--- src/periph_fabric_pkg.sv ---
// Shared widths, register map and bus types of the peripheral fabric
`default_nettype none

package periph_fabric_pkg;

    // ========================================================================
    // Widths and counts
    // ========================================================================
    localparam int DATA_W      = 32;
    localparam int NUM_RESP    = 4;                          // Peripheral register blocks
    localparam int SEL_W       = 3;                          // Selects NUM_RESP..7 unmapped
    localparam int REG_IDX_W   = 2;
    localparam int BYTE_OFFS_W = 2;
    localparam int ADDR_W      = SEL_W + REG_IDX_W + BYTE_OFFS_W;
    localparam int NUM_INTR    = 2 * NUM_RESP + 1;          // Bit 0 reserved

    // Identity value of block 0, later blocks count up from here
    localparam logic [DATA_W-1:0] INST_ID_BASE = 32'h0000_00A0;

    // ========================================================================
    // Register map inside one block
    // ========================================================================
    localparam logic [REG_IDX_W-1:0] REG_CMD     = 2'd0;
    localparam logic [REG_IDX_W-1:0] REG_ID      = 2'd1;
    localparam logic [REG_IDX_W-1:0] REG_SCRATCH = 2'd2;
    localparam logic [REG_IDX_W-1:0] REG_STATUS  = 2'd3;

    // ========================================================================
    // Bus types
    // ========================================================================
    typedef struct packed {
        logic [SEL_W-1:0]       sel;       // Responder window
        logic [REG_IDX_W-1:0]   reg_idx;
        logic [BYTE_OFFS_W-1:0] byte_offs; // Ignored, word access only
    } bus_addr_fields_t;

    // Same address word, seen raw by the initiator or split by the decoder
    typedef union packed {
        logic [ADDR_W-1:0] raw;
        bus_addr_fields_t  fields;
    } bus_addr_u;

    typedef struct packed {
        logic              valid;   // Single-cycle strobe
        logic              write;
        bus_addr_u         addr;
        logic [DATA_W-1:0] wdata;
    } bus_req_t;

    typedef struct packed {
        logic              valid;
        logic              err;
        logic [DATA_W-1:0] rdata;
    } bus_rsp_t;

    // Decoder to block, select travels on its own vector
    typedef struct packed {
        logic                 write;
        logic [REG_IDX_W-1:0] reg_idx;
        logic [DATA_W-1:0]    wdata;
    } blk_req_t;

    typedef struct packed {
        logic              valid;
        logic [DATA_W-1:0] rdata;
    } blk_rsp_t;

endpackage

`default_nettype wire
--- src/periph_fabric_top.sv ---
// Peripheral fabric top joining the decoder, the register blocks and the response combiner
`timescale 1ns/1ps
`default_nettype none

module periph_fabric_top (
    input  logic                                   clk,
    input  logic                                   reset_i,
    input  periph_fabric_pkg::bus_req_t            req_i,
    input  logic [periph_fabric_pkg::NUM_RESP-1:0] resp_disable_i,
    output periph_fabric_pkg::bus_rsp_t            rsp_o,
    output logic [periph_fabric_pkg::NUM_INTR-1:0] irq_o,
    output logic                                   access_blocked_o
);

    import periph_fabric_pkg::*;

    blk_req_t                  blk_req;     // Shared by every block
    logic [NUM_RESP-1:0]       blk_sel;
    logic                      dec_err;
    blk_rsp_t [NUM_RESP-1:0]   blk_rsp;
    logic [NUM_RESP-1:0]       err_irq;
    logic [NUM_RESP-1:0]       notif_irq;

    // ========================================================================
    // Decode stage
    // ========================================================================
    periph_addr_decoder u_periph_addr_decoder (
        .clk              ( clk              ),
        .reset_i          ( reset_i          ),
        .req_i            ( req_i            ),
        .resp_disable_i   ( resp_disable_i   ),
        .blk_req_o        ( blk_req          ),
        .blk_sel_o        ( blk_sel          ),
        .dec_err_o        ( dec_err          ),
        .access_blocked_o ( access_blocked_o )
    );

    // ========================================================================
    // Register blocks
    // ========================================================================
    for (genvar i = 0; i < NUM_RESP; i++) begin : g_regblock
        periph_regblock #(
            .INST_ID ( INST_ID_BASE + DATA_W'(i) )
        ) u_periph_regblock (
            .clk         ( clk          ),
            .reset_i     ( reset_i      ),
            .sel_i       ( blk_sel[i]   ),
            .blk_req_i   ( blk_req      ),
            .blk_rsp_o   ( blk_rsp[i]   ),
            .err_irq_o   ( err_irq[i]   ),
            .notif_irq_o ( notif_irq[i] )
        );
    end

    // Response and interrupt merge
    periph_resp_combiner u_periph_resp_combiner (
        .clk         ( clk       ),
        .reset_i     ( reset_i   ),
        .dec_err_i   ( dec_err   ),
        .blk_rsp_i   ( blk_rsp   ),
        .err_irq_i   ( err_irq   ),
        .notif_irq_i ( notif_irq ),
        .rsp_o       ( rsp_o     ),
        .irq_o       ( irq_o     )
    );

endmodule

`default_nettype wire

--- src/periph_resp_combiner.sv ---
// Response combiner merging block read data and decode errors, and building the interrupt vector
`timescale 1ns/1ps
`default_nettype none

module periph_resp_combiner (
    input  logic                                          clk,
    input  logic                                          reset_i,
    input  logic                                          dec_err_i,
    input  periph_fabric_pkg::blk_rsp_t [periph_fabric_pkg::NUM_RESP-1:0] blk_rsp_i,
    input  logic [periph_fabric_pkg::NUM_RESP-1:0]        err_irq_i,
    input  logic [periph_fabric_pkg::NUM_RESP-1:0]        notif_irq_i,
    output periph_fabric_pkg::bus_rsp_t                   rsp_o,
    output logic [periph_fabric_pkg::NUM_INTR-1:0]        irq_o
);

    import periph_fabric_pkg::*;

    logic                dec_err_q;   // Lines the error up with block responses
    logic                blk_any;
    logic [DATA_W-1:0]   rdata_or;
    logic [NUM_INTR-1:0] irq_vec;

    // ========================================================================
    // Merge
    // ========================================================================
    always_comb begin
        blk_any  = 1'b0;
        rdata_or = '0;
        for (int i = 0; i < NUM_RESP; i++) begin
            blk_any  = blk_any | blk_rsp_i[i].valid;
            rdata_or = rdata_or | ({DATA_W{blk_rsp_i[i].valid}} & blk_rsp_i[i].rdata);
        end
    end

    // Vector 0 stays reserved, each responder owns an error and notify pair
    always_comb begin
        irq_vec = '0;
        for (int i = 0; i < NUM_RESP; i++) begin
            irq_vec[2*i+1] = err_irq_i[i];
            irq_vec[2*i+2] = notif_irq_i[i];
        end
    end

    // ========================================================================
    // Output stage
    // ========================================================================
    always_ff @(posedge clk) begin
        if (reset_i) begin
            dec_err_q <= 1'b0;
            rsp_o     <= '0;
            irq_o     <= '0;
        end else begin
            dec_err_q   <= dec_err_i;
            rsp_o.valid <= blk_any | dec_err_q;
            rsp_o.err   <= dec_err_q;
            rsp_o.rdata <= dec_err_q ? '0 : rdata_or;
            irq_o       <= irq_vec;                     // Same edge as the response
        end
    end

endmodule

`default_nettype wire

--- src/periph_regblock.sv ---
// Peripheral register block with identity, command and scratch words and interrupt status
`timescale 1ns/1ps
`default_nettype none

module periph_regblock #(
    parameter logic [periph_fabric_pkg::DATA_W-1:0] INST_ID = '0
) (
    input  logic                        clk,
    input  logic                        reset_i,
    input  logic                        sel_i,
    input  periph_fabric_pkg::blk_req_t blk_req_i,
    output periph_fabric_pkg::blk_rsp_t blk_rsp_o,
    output logic                        err_irq_o,
    output logic                        notif_irq_o
);

    import periph_fabric_pkg::*;

    logic [DATA_W-1:0] cmd_q;
    logic [DATA_W-1:0] scratch_q;
    logic              err_q;       // Set by a write to the read-only identity word
    logic              notif_q;     // Set by a command write
    logic [DATA_W-1:0] rd_mux;
    logic              wr_en;

    assign wr_en = sel_i && blk_req_i.write;

    // ========================================================================
    // Read mux
    // ========================================================================
    always_comb begin
        rd_mux = '0;
        case (blk_req_i.reg_idx)
            REG_CMD:     rd_mux = cmd_q;
            REG_ID:      rd_mux = INST_ID;
            REG_SCRATCH: rd_mux = scratch_q;
            REG_STATUS:  rd_mux = {{(DATA_W-2){1'b0}}, err_q, notif_q};
            default:     rd_mux = '0;
        endcase
    end

    // ========================================================================
    // Register writes
    // ========================================================================
    always_ff @(posedge clk) begin
        if (reset_i) begin
            cmd_q     <= '0;
            scratch_q <= '0;
            err_q     <= 1'b0;
            notif_q   <= 1'b0;
        end else if (wr_en) begin
            case (blk_req_i.reg_idx)
                REG_CMD: begin
                    cmd_q   <= blk_req_i.wdata;
                    notif_q <= 1'b1;
                end
                REG_ID: begin
                    err_q <= 1'b1;              // Data dropped, flag the bad write
                end
                REG_SCRATCH: begin
                    scratch_q <= blk_req_i.wdata;
                end
                REG_STATUS: begin
                    // Write one to clear
                    if (blk_req_i.wdata[1]) begin
                        err_q <= 1'b0;
                    end
                    if (blk_req_i.wdata[0]) begin
                        notif_q <= 1'b0;
                    end
                end
                default: begin
                end
            endcase
        end
    end

    // Response one cycle after the select
    always_ff @(posedge clk) begin
        if (reset_i) begin
            blk_rsp_o.valid <= 1'b0;
        end else begin
            blk_rsp_o.valid <= sel_i;
        end
    end

    always_ff @(posedge clk) begin
        if (sel_i) begin
            blk_rsp_o.rdata <= blk_req_i.write ? '0 : rd_mux;   // Writes answer with zero
        end
    end

    assign err_irq_o   = err_q;
    assign notif_irq_o = notif_q;

endmodule

`default_nettype wire

--- src/periph_addr_decoder.sv ---
// Address decoder turning each request into a registered responder select or error token
`timescale 1ns/1ps
`default_nettype none

module periph_addr_decoder (
    input  logic                                  clk,
    input  logic                                  reset_i,
    input  periph_fabric_pkg::bus_req_t           req_i,
    input  logic [periph_fabric_pkg::NUM_RESP-1:0] resp_disable_i,
    output periph_fabric_pkg::blk_req_t           blk_req_o,
    output logic [periph_fabric_pkg::NUM_RESP-1:0] blk_sel_o,
    output logic                                  dec_err_o,
    output logic                                  access_blocked_o
);

    import periph_fabric_pkg::*;

    logic [NUM_RESP-1:0] sel_onehot;
    logic                mapped;
    logic                disabled;

    // ========================================================================
    // Window decode
    // ========================================================================
    always_comb begin
        for (int i = 0; i < NUM_RESP; i++) begin
            sel_onehot[i] = (req_i.addr.fields.sel == SEL_W'(i));
        end
        mapped   = |sel_onehot;                     // Zero for selects past the last block
        disabled = |(sel_onehot & resp_disable_i);
    end

    // Control stage
    always_ff @(posedge clk) begin
        if (reset_i) begin
            blk_sel_o        <= '0;
            dec_err_o        <= 1'b0;
            access_blocked_o <= 1'b0;
        end else begin
            blk_sel_o        <= (req_i.valid && !disabled) ? sel_onehot : '0;
            dec_err_o        <= req_i.valid && (!mapped || disabled);
            access_blocked_o <= req_i.valid && disabled;   // Locked responder hit
        end
    end

    // Request payload, only meaningful while a select bit is high
    always_ff @(posedge clk) begin
        if (req_i.valid) begin
            blk_req_o.write   <= req_i.write;
            blk_req_o.reg_idx <= req_i.addr.fields.reg_idx;
            blk_req_o.wdata   <= req_i.wdata;
        end
    end

endmodule

`default_nettype wire

--- config.mk ---
export PLATFORM = sky130hd
export DESIGN_NAME = periph_fabric_top
export DESIGN_NICKNAME = d
export VERILOG_FILES = /design/src/periph_fabric_pkg.sv /design/src/periph_fabric_top.sv /design/src/periph_resp_combiner.sv /design/src/periph_regblock.sv /design/src/periph_addr_decoder.sv
export SDC_FILE = /design/constraint.sdc
export NUM_CORES = 1
export LEC_CHECK = 0
export BUFFER_PORTS_ARGS = -buffer_cell sky130_fd_sc_hd__buf_2
export CAP_MARGIN = 20
export CORE_MARGIN = 2
export CORE_UTILIZATION = 55
export CTS_BUF_LIST = sky130_fd_sc_hd__clkbuf_4 sky130_fd_sc_hd__clkbuf_8
export CTS_CLUSTER_SIZE = 16
export DETAILED_ROUTE_END_ITERATION = 7
export GPL_ROUTABILITY_DRIVEN = 0
export PLACE_DENSITY = 0.74
export SYNTH_ARGS = -nofsm -noshare
export SYNTH_HDL_FRONTEND = slang
export SYNTH_SLANG_ARGS = --single-unit
--- constraint.sdc ---
create_clock -name clk -period 5.6 [get_ports clk]
set_input_delay 1.68 -clock clk [delete_from_list [all_inputs] [get_ports clk]]
set_output_delay 1.68 -clock clk [all_outputs]
set_load 0.02 [all_outputs]
# [Word level (Yosys, flattened, before mapping)]
# Index checks and enable logic that the tools add are counted.
[classes] mux=8 n_bitwise=13 n_reduce_logical=34 eq_ne=8
[ops] op="32-bit one-hot mux with 4 select lines" count=4
[ops] op="32-bit AND" count=4
[ops] op="32-bit OR" count=3
[ops] op="3-bit AND reduction" count=8
[ops] op="2-bit AND reduction" count=8
[ops] op="4-bit OR reduction" count=2
[ops] op="1-bit logical AND" count=7
[ops] op="3-bit by 2-bit == test with 1-bit output, second input constant" count=2
[ops] op="4-bit AND" count=1
[ops] op="2-bit == test, second input constant" count=2
[ops] op="2-bit != test, second input constant" count=2
[ops] op="1-bit OR" count=4
[ops] op="1-bit one-hot mux with 2 select lines" count=2
[ops] op="2-bit nonzero test" count=2
[ops] op="2-bit OR reduction" count=2
[ops] op="3-bit by 1-bit == test with 1-bit output, second input constant" count=1
[ops] op="3-bit zero test" count=1
[ops] op="2-bit by 1-bit == test with 1-bit output, second input constant" count=1
[ops] op="1-bit zero test" count=2
[ops] op="2-bit zero test" count=1
[ops] op="1-bit 2-to-1 mux" count=2
[ops] op="1-bit logical OR" count=1
[ops] op="1-bit NOT" count=1
[word_totals] reg_bits=481 inputBits=47 out_inout_bits=44 wordCells=99

# [Longest topological paths before layout]
[depth] depth_word=7 ltp_mapped=6 depth_no_buf=3

# [By module]
# Synthesis repeated with hierarchy kept, for this count alone.
[unflattened] hier_cells=1853 hier_area_um2=19069.5
[modules_own_cells] mod="periph_regblock (g_regblock[1].u_periph_regblock ...)" cells_each=407 instances=2 seq_area_each_um2=2302.2 area_each_um2=4030.1
[modules_own_cells] mod="periph_regblock (g_regblock[3].u_periph_regblock)" cells_each=406 instances=1 seq_area_each_um2=2302.2 area_each_um2=4026.4
[modules_own_cells] mod="periph_regblock (g_regblock[0].u_periph_regblock)" cells_each=407 instances=1 seq_area_each_um2=2302.2 area_each_um2=3887.5
[modules_own_cells] mod="periph_resp_combiner" cells_each=176 instances=1 seq_area_each_um2=860.8 area_each_um2=1836.8
[modules_own_cells] mod="periph_addr_decoder" cells_each=50 instances=1 seq_area_each_um2=1171.1 area_each_um2=1258.7

# [Worst setup path after synthesis]
# Ideal clock, no wire load.
[synth_path] kind="input-to-reg" startpoint="in reset_i" endpoint="reg u_periph_addr_decoder.blk_sel_o[3] in the netlist's numbering" slack_ps=2993 required_time_ps=5520 cell_stages=4 n_path_buf=1 arrival_time_ps=2527 setup_time_ps=80 path_cell_list="buf_6 or3b_1 or2_1 nor3b_1"
[synth_via] elab_chain_len=1
[synth_rtl] element="from (decl)" line="periph_fabric_top.sv:7" source="input logic reset_i,"
[synth_rtl] element="2-bit OR reduction (no source line)"
[synth_rtl] element="to (signal assigned)" line="periph_addr_decoder.sv:40" source="blk_sel_o <= (req_i.valid && !disabled) ? sel_onehot : '0;"
[synth_rtl] element="to (decl)" line="periph_addr_decoder.sv:11" source="output logic [periph_fabric_pkg::NUM_RESP-1:0] blk_sel_o,"
# No other way between the ends.
# A chain may end at the register's enable or synchronous reset.

# [Worst setup path after layout]
[layout_path] startpoint="reg, netlist name u_periph_resp_combiner.rsp_o[25]" endpoint="out rsp_o[25] in the netlist's numbering"
[layout_lines] element="to (decl)" line="periph_fabric_top.sv:10" source="output periph_fabric_pkg::bus_rsp_t rsp_o,"
# No word-level cell between the ends.

==> summary.md <==
| Metric | Value |
|---|---|
| Post-synth EDFFs | `approximately 160` |
| DR vias | `between 10k and 15k` |
| Clock Latency Late Sink | `0.60 ns` |
| Pint | `5.46 mW` |
| Remaining DRCs | `0` |
| H-Tree Depth | `3` |
| Met3 Use GR | `4.36%` |
| Register area share after synthesis | `60.5%` |
| CTS sink count | `480` |
| Sw frac | `about 22%` |
| Outcome | `finished clean` |
| Initial DRC Count | `1,221` |
| Vias per inst | `5.63` |
| Congestion Overflow GR | `0` |
| Crit path buffers/inverters | `1` |
| First-pass GRT wire length | `about 71 mm` |
| Commonest non-fill, non-tap cell in the layout | `nand2_1` |
| Fin Hold WS | `0.438 ns` |
| Initial antenna violation count | `0` |
| Clock power share | `approximately 45%` |
| Clock skew | `around 0.025 ns` |
| Syn_area_per_cell | `a little under 10 um^2` |
| CP Class | `flip-flop to output port` |
| Clock tree from TritonCTS | `yes` |
| Largest net degree at the start of global routing | `103` |
| Ports | `91` |
| Die area | `35,200 um^2` |
| Die Height | `188 um` |
| Share of cells above drive strength 1 | `13.9%` |
| CP peak stage delay | `0.40 ns` |
| Fill cell count | `2,844` |
| Worst path arrival time | `1.19 ns` |
| Register area | `11,200 um^2` |
| Met1 usage | `33.0%` |
| Syn Nets | `1,933` |
| Busiest layer in global routing | `met2` |
| Fmax | `about 350 MHz` |
| ANT nets after route | `0` |
| Core Region | `33,400 um^2` |
| Chip Width | `188 um` |
| Reg power frac | `52.3%` |
| # setup viols final | `0` |
| Number of CTS-inserted buffers | `77` |
| Setup TNS | `0 ns` |
| Max Buffers Root-to-Sink | `3` |
| Reg-to-reg startpoint | `u_periph_addr_decoder.blk_req_o[33]$_DFFE_PP_` |
| Min cycle time layout | `2.87 ns` |
| Met2 usage | `43.8%` |
| Hold_sp | `u_periph_addr_decoder.dec_err_o$_SDFF_PP0_` |
| Pwr Total | `7.02 mW` |
| Final max-slew violation count | `0` |
| Synth async-reset ratio | `0%` |
| Starting density of the core | `55.7%` |
| Root buffer cell | `clkbuf_8` |
| Antenna cells | `0` |
| Nets | `1,947` |
| WL per Instance | `18.9 um` |
| Post-cts sizing count | `0` |
| Syn-to-layout area delta | `9.93%` |
| Crit path max-delay family | `flip-flops` |
| R2r endpoint | `g_regblock[1].u_periph_regblock.scratch_q[3]$_SDFFE_PP0P_` |
| Flop2flop setup slack | `2.82 ns` |
| Worst slew pin tran | `~1.1 ns` |
| Total wire length | `~46 mm` |
| Peak fanout along the critical path | `1` |
| Synthesized flop and latch total | `480` |
| Tcrit/Tclk final | `51.3%` |
| RSZ-0062 raised after global routing | `no` |
| Worst-path cell chain | `buf_2` |
| Pwr dens | `344 nW/um^2` |
| Max Cap Viol | `0` |
| Drt first pass iters | `5` |
| WHS Endpoint | `u_periph_resp_combiner.dec_err_q$_SDFF_PP0_` |
| Hold Path Depth | `1` |
| Mapped Area | `18,600 um^2` |
| Commonest cells after routing, fill and taps aside | `527 x nand2_1, 313 x dfxtp_1, 293 x a21oi_1` |
| Hold crit path type | `flip-flop to flip-flop` |
| Startpoint Class | `flip-flop` |
| Yosys warnings | `0` |
| CTS Hold Bufs | `0` |
| Post-CTS setup buffers | `0` |
| R2R depth | `5` |
| Max VDD drop | `0.261 mV` |
| Crit-path slowest cell | `dfxtp_1` |
| Pleak | `~7 nW` |
| Synth Instances | `1,886` |
| Clock slew at reported path FFs | `approximately 0.06 ns` |
| Synth unique cells | `38` |
| Net Sw Power | `1.56 mW` |
| Req. time, crit path | `3.92 ns` |
| Setup crit end kind | `output port` |
| Worst slew margin | `29.1%` |
| Logic pwr share | `~3.2%` |
| Row count | `67` |
| Vias in the first global route | `13.4k` |
| Final hold violations | `0` |
| Port buffer count | `87` |
| Dominant synthesized flop cell | `dfxtp_1` |
| GR Util All Layers | `25.8%` |
| HPWL Detailed | `25.1 mm` |
| Multi-input gate area | `6280 um^2` |
## cells by family after synthesis
group | after synthesis | synth area share (%)
multiplexers | 117 | 6.37
other | 1 | 0.0202
AO/OA/AOI/OAI | 393 | 11.8
flip-flops | 480 | 60.5
buffers and inverters | 186 | 5.77
AND/OR/NAND/NOR | 709 | 15.5
## routing by layer
layer	share of wire, %	vias up
met1	41	6491
met5	0	-
li1	-	6407
met2	49	568
met4	2.7	0
met3	7.7	96
## cells in the mapped netlist, drive strengths merged (3+ instances only)
| master | instances | share of area (%) |
|---|---|---|
| a211oi | 8 | 0.32 |
| a21oi | 297 | 8.1 |
| a22oi | 64 | 2.6 |
| a31oi | 4 | 0.13 |
| and4b | 4 | 0.22 |
| and4bb | 4 | 0.27 |
| buf | 119 | 4.4 |
| clkbuf | 65 | 1.3 |
| dfxtp | 317 | 34 |
| edfxtp | 163 | 26 |
| mux2i | 116 | 6.3 |
| nand2 | 527 | 11 |
| nand3 | 4 | 0.11 |
| nand4 | 4 | 0.13 |
| nand4b | 4 | 0.19 |
| nand4bb | 4 | 0.24 |
| nor2 | 123 | 2.5 |
| nor2b | 19 | 0.64 |
| nor3 | 6 | 0.16 |
| o21a | 4 | 0.16 |
| o21ai | 12 | 0.32 |
| o2bb2ai | 4 | 0.19 |
| or2 | 3 | 0.10 |
## power by group through the flow
stage	combinational [mW]	sequential [mW]	clock (mW)
6_report	0.221	3.67	3.13
3_3_place_gp	0.217	3.75	0
3_5_place_dp	0.220	3.75	0
4_1_cts	0.220	3.67	3.17
2_1_floorplan	0.197	3.70	0
5_1_grt	0.236	3.68	3.33
## flip-flops by register name, summed over array words and instances, names as in the netlist
| signal | count |
|---|---|
| g_regblock.u_periph_regblock.err_irq_o | 4 |
| g_regblock.u_periph_regblock.notif_irq_o | 4 |
| u_periph_addr_decoder.blk_sel_o | 4 |
| u_periph_addr_decoder.blk_req_o | 35 |
| g_regblock.u_periph_regblock.cmd_q | 128 |
| u_periph_resp_combiner.rsp_o | 34 |
| g_regblock.u_periph_regblock.blk_rsp_o | 132 |
| u_periph_addr_decoder.dec_err_o | 1 |
| u_periph_resp_combiner.irq_o | 8 |
| u_periph_addr_decoder.access_blocked_o | 1 |
| u_periph_resp_combiner.dec_err_q | 1 |
| g_regblock.u_periph_regblock.scratch_q | 128 |
## through the flow
step,area [um^2],util [%],cells,setup WS (ns)
after floorplan,18600,-,1886,2.99
after global placement,18800,56.3,2269,2.21
after detailed placement,18800,56.3,2269,2.15
after CTS,20400,61.2,2411,2.72
after global routing,20400,61.2,2411,2.66
final,20400,61.2,2411,2.73
## final cells by class
| cell class | count | share of cell area [%] |
|---|---|---|
| flip-flops and latches | 480 | 55.1 |
| multi-input cells | 1220 | 30.8 |
| clock buffers | 124 | 7.23 |
| repair buffers | 119 | 3.35 |
| well taps | 448 | 2.75 |
| clock inverters | 18 | 0.778 |
| inverters | 2 | 0.0368 |
## worst max-delay path by stage
stage	start	to	slack (ns)	cells after the start
3_3_place_gp	reset_i	u_periph_resp_combiner.rsp_o[20]$_SDFF_PP0_	2.21	3
2_1_floorplan	reset_i	u_periph_addr_decoder.blk_sel_o[3]$_SDFF_PP0_	2.99	4
4_1_cts	u_periph_resp_combiner.rsp_o[25]$_SDFF_PP0_	rsp_o[25]	2.72	1
6_report	u_periph_resp_combiner.rsp_o[25]$_SDFF_PP0_	rsp_o[25]	2.73	1
3_5_place_dp	reset_i	u_periph_resp_combiner.rsp_o[19]$_SDFF_PP0_	2.15	3
5_1_grt	reset_i	g_regblock[0].u_periph_regblock.cmd_q[13]$_SDFFE_PP0P_	2.66	3
(Power assumes the default switching activity.)
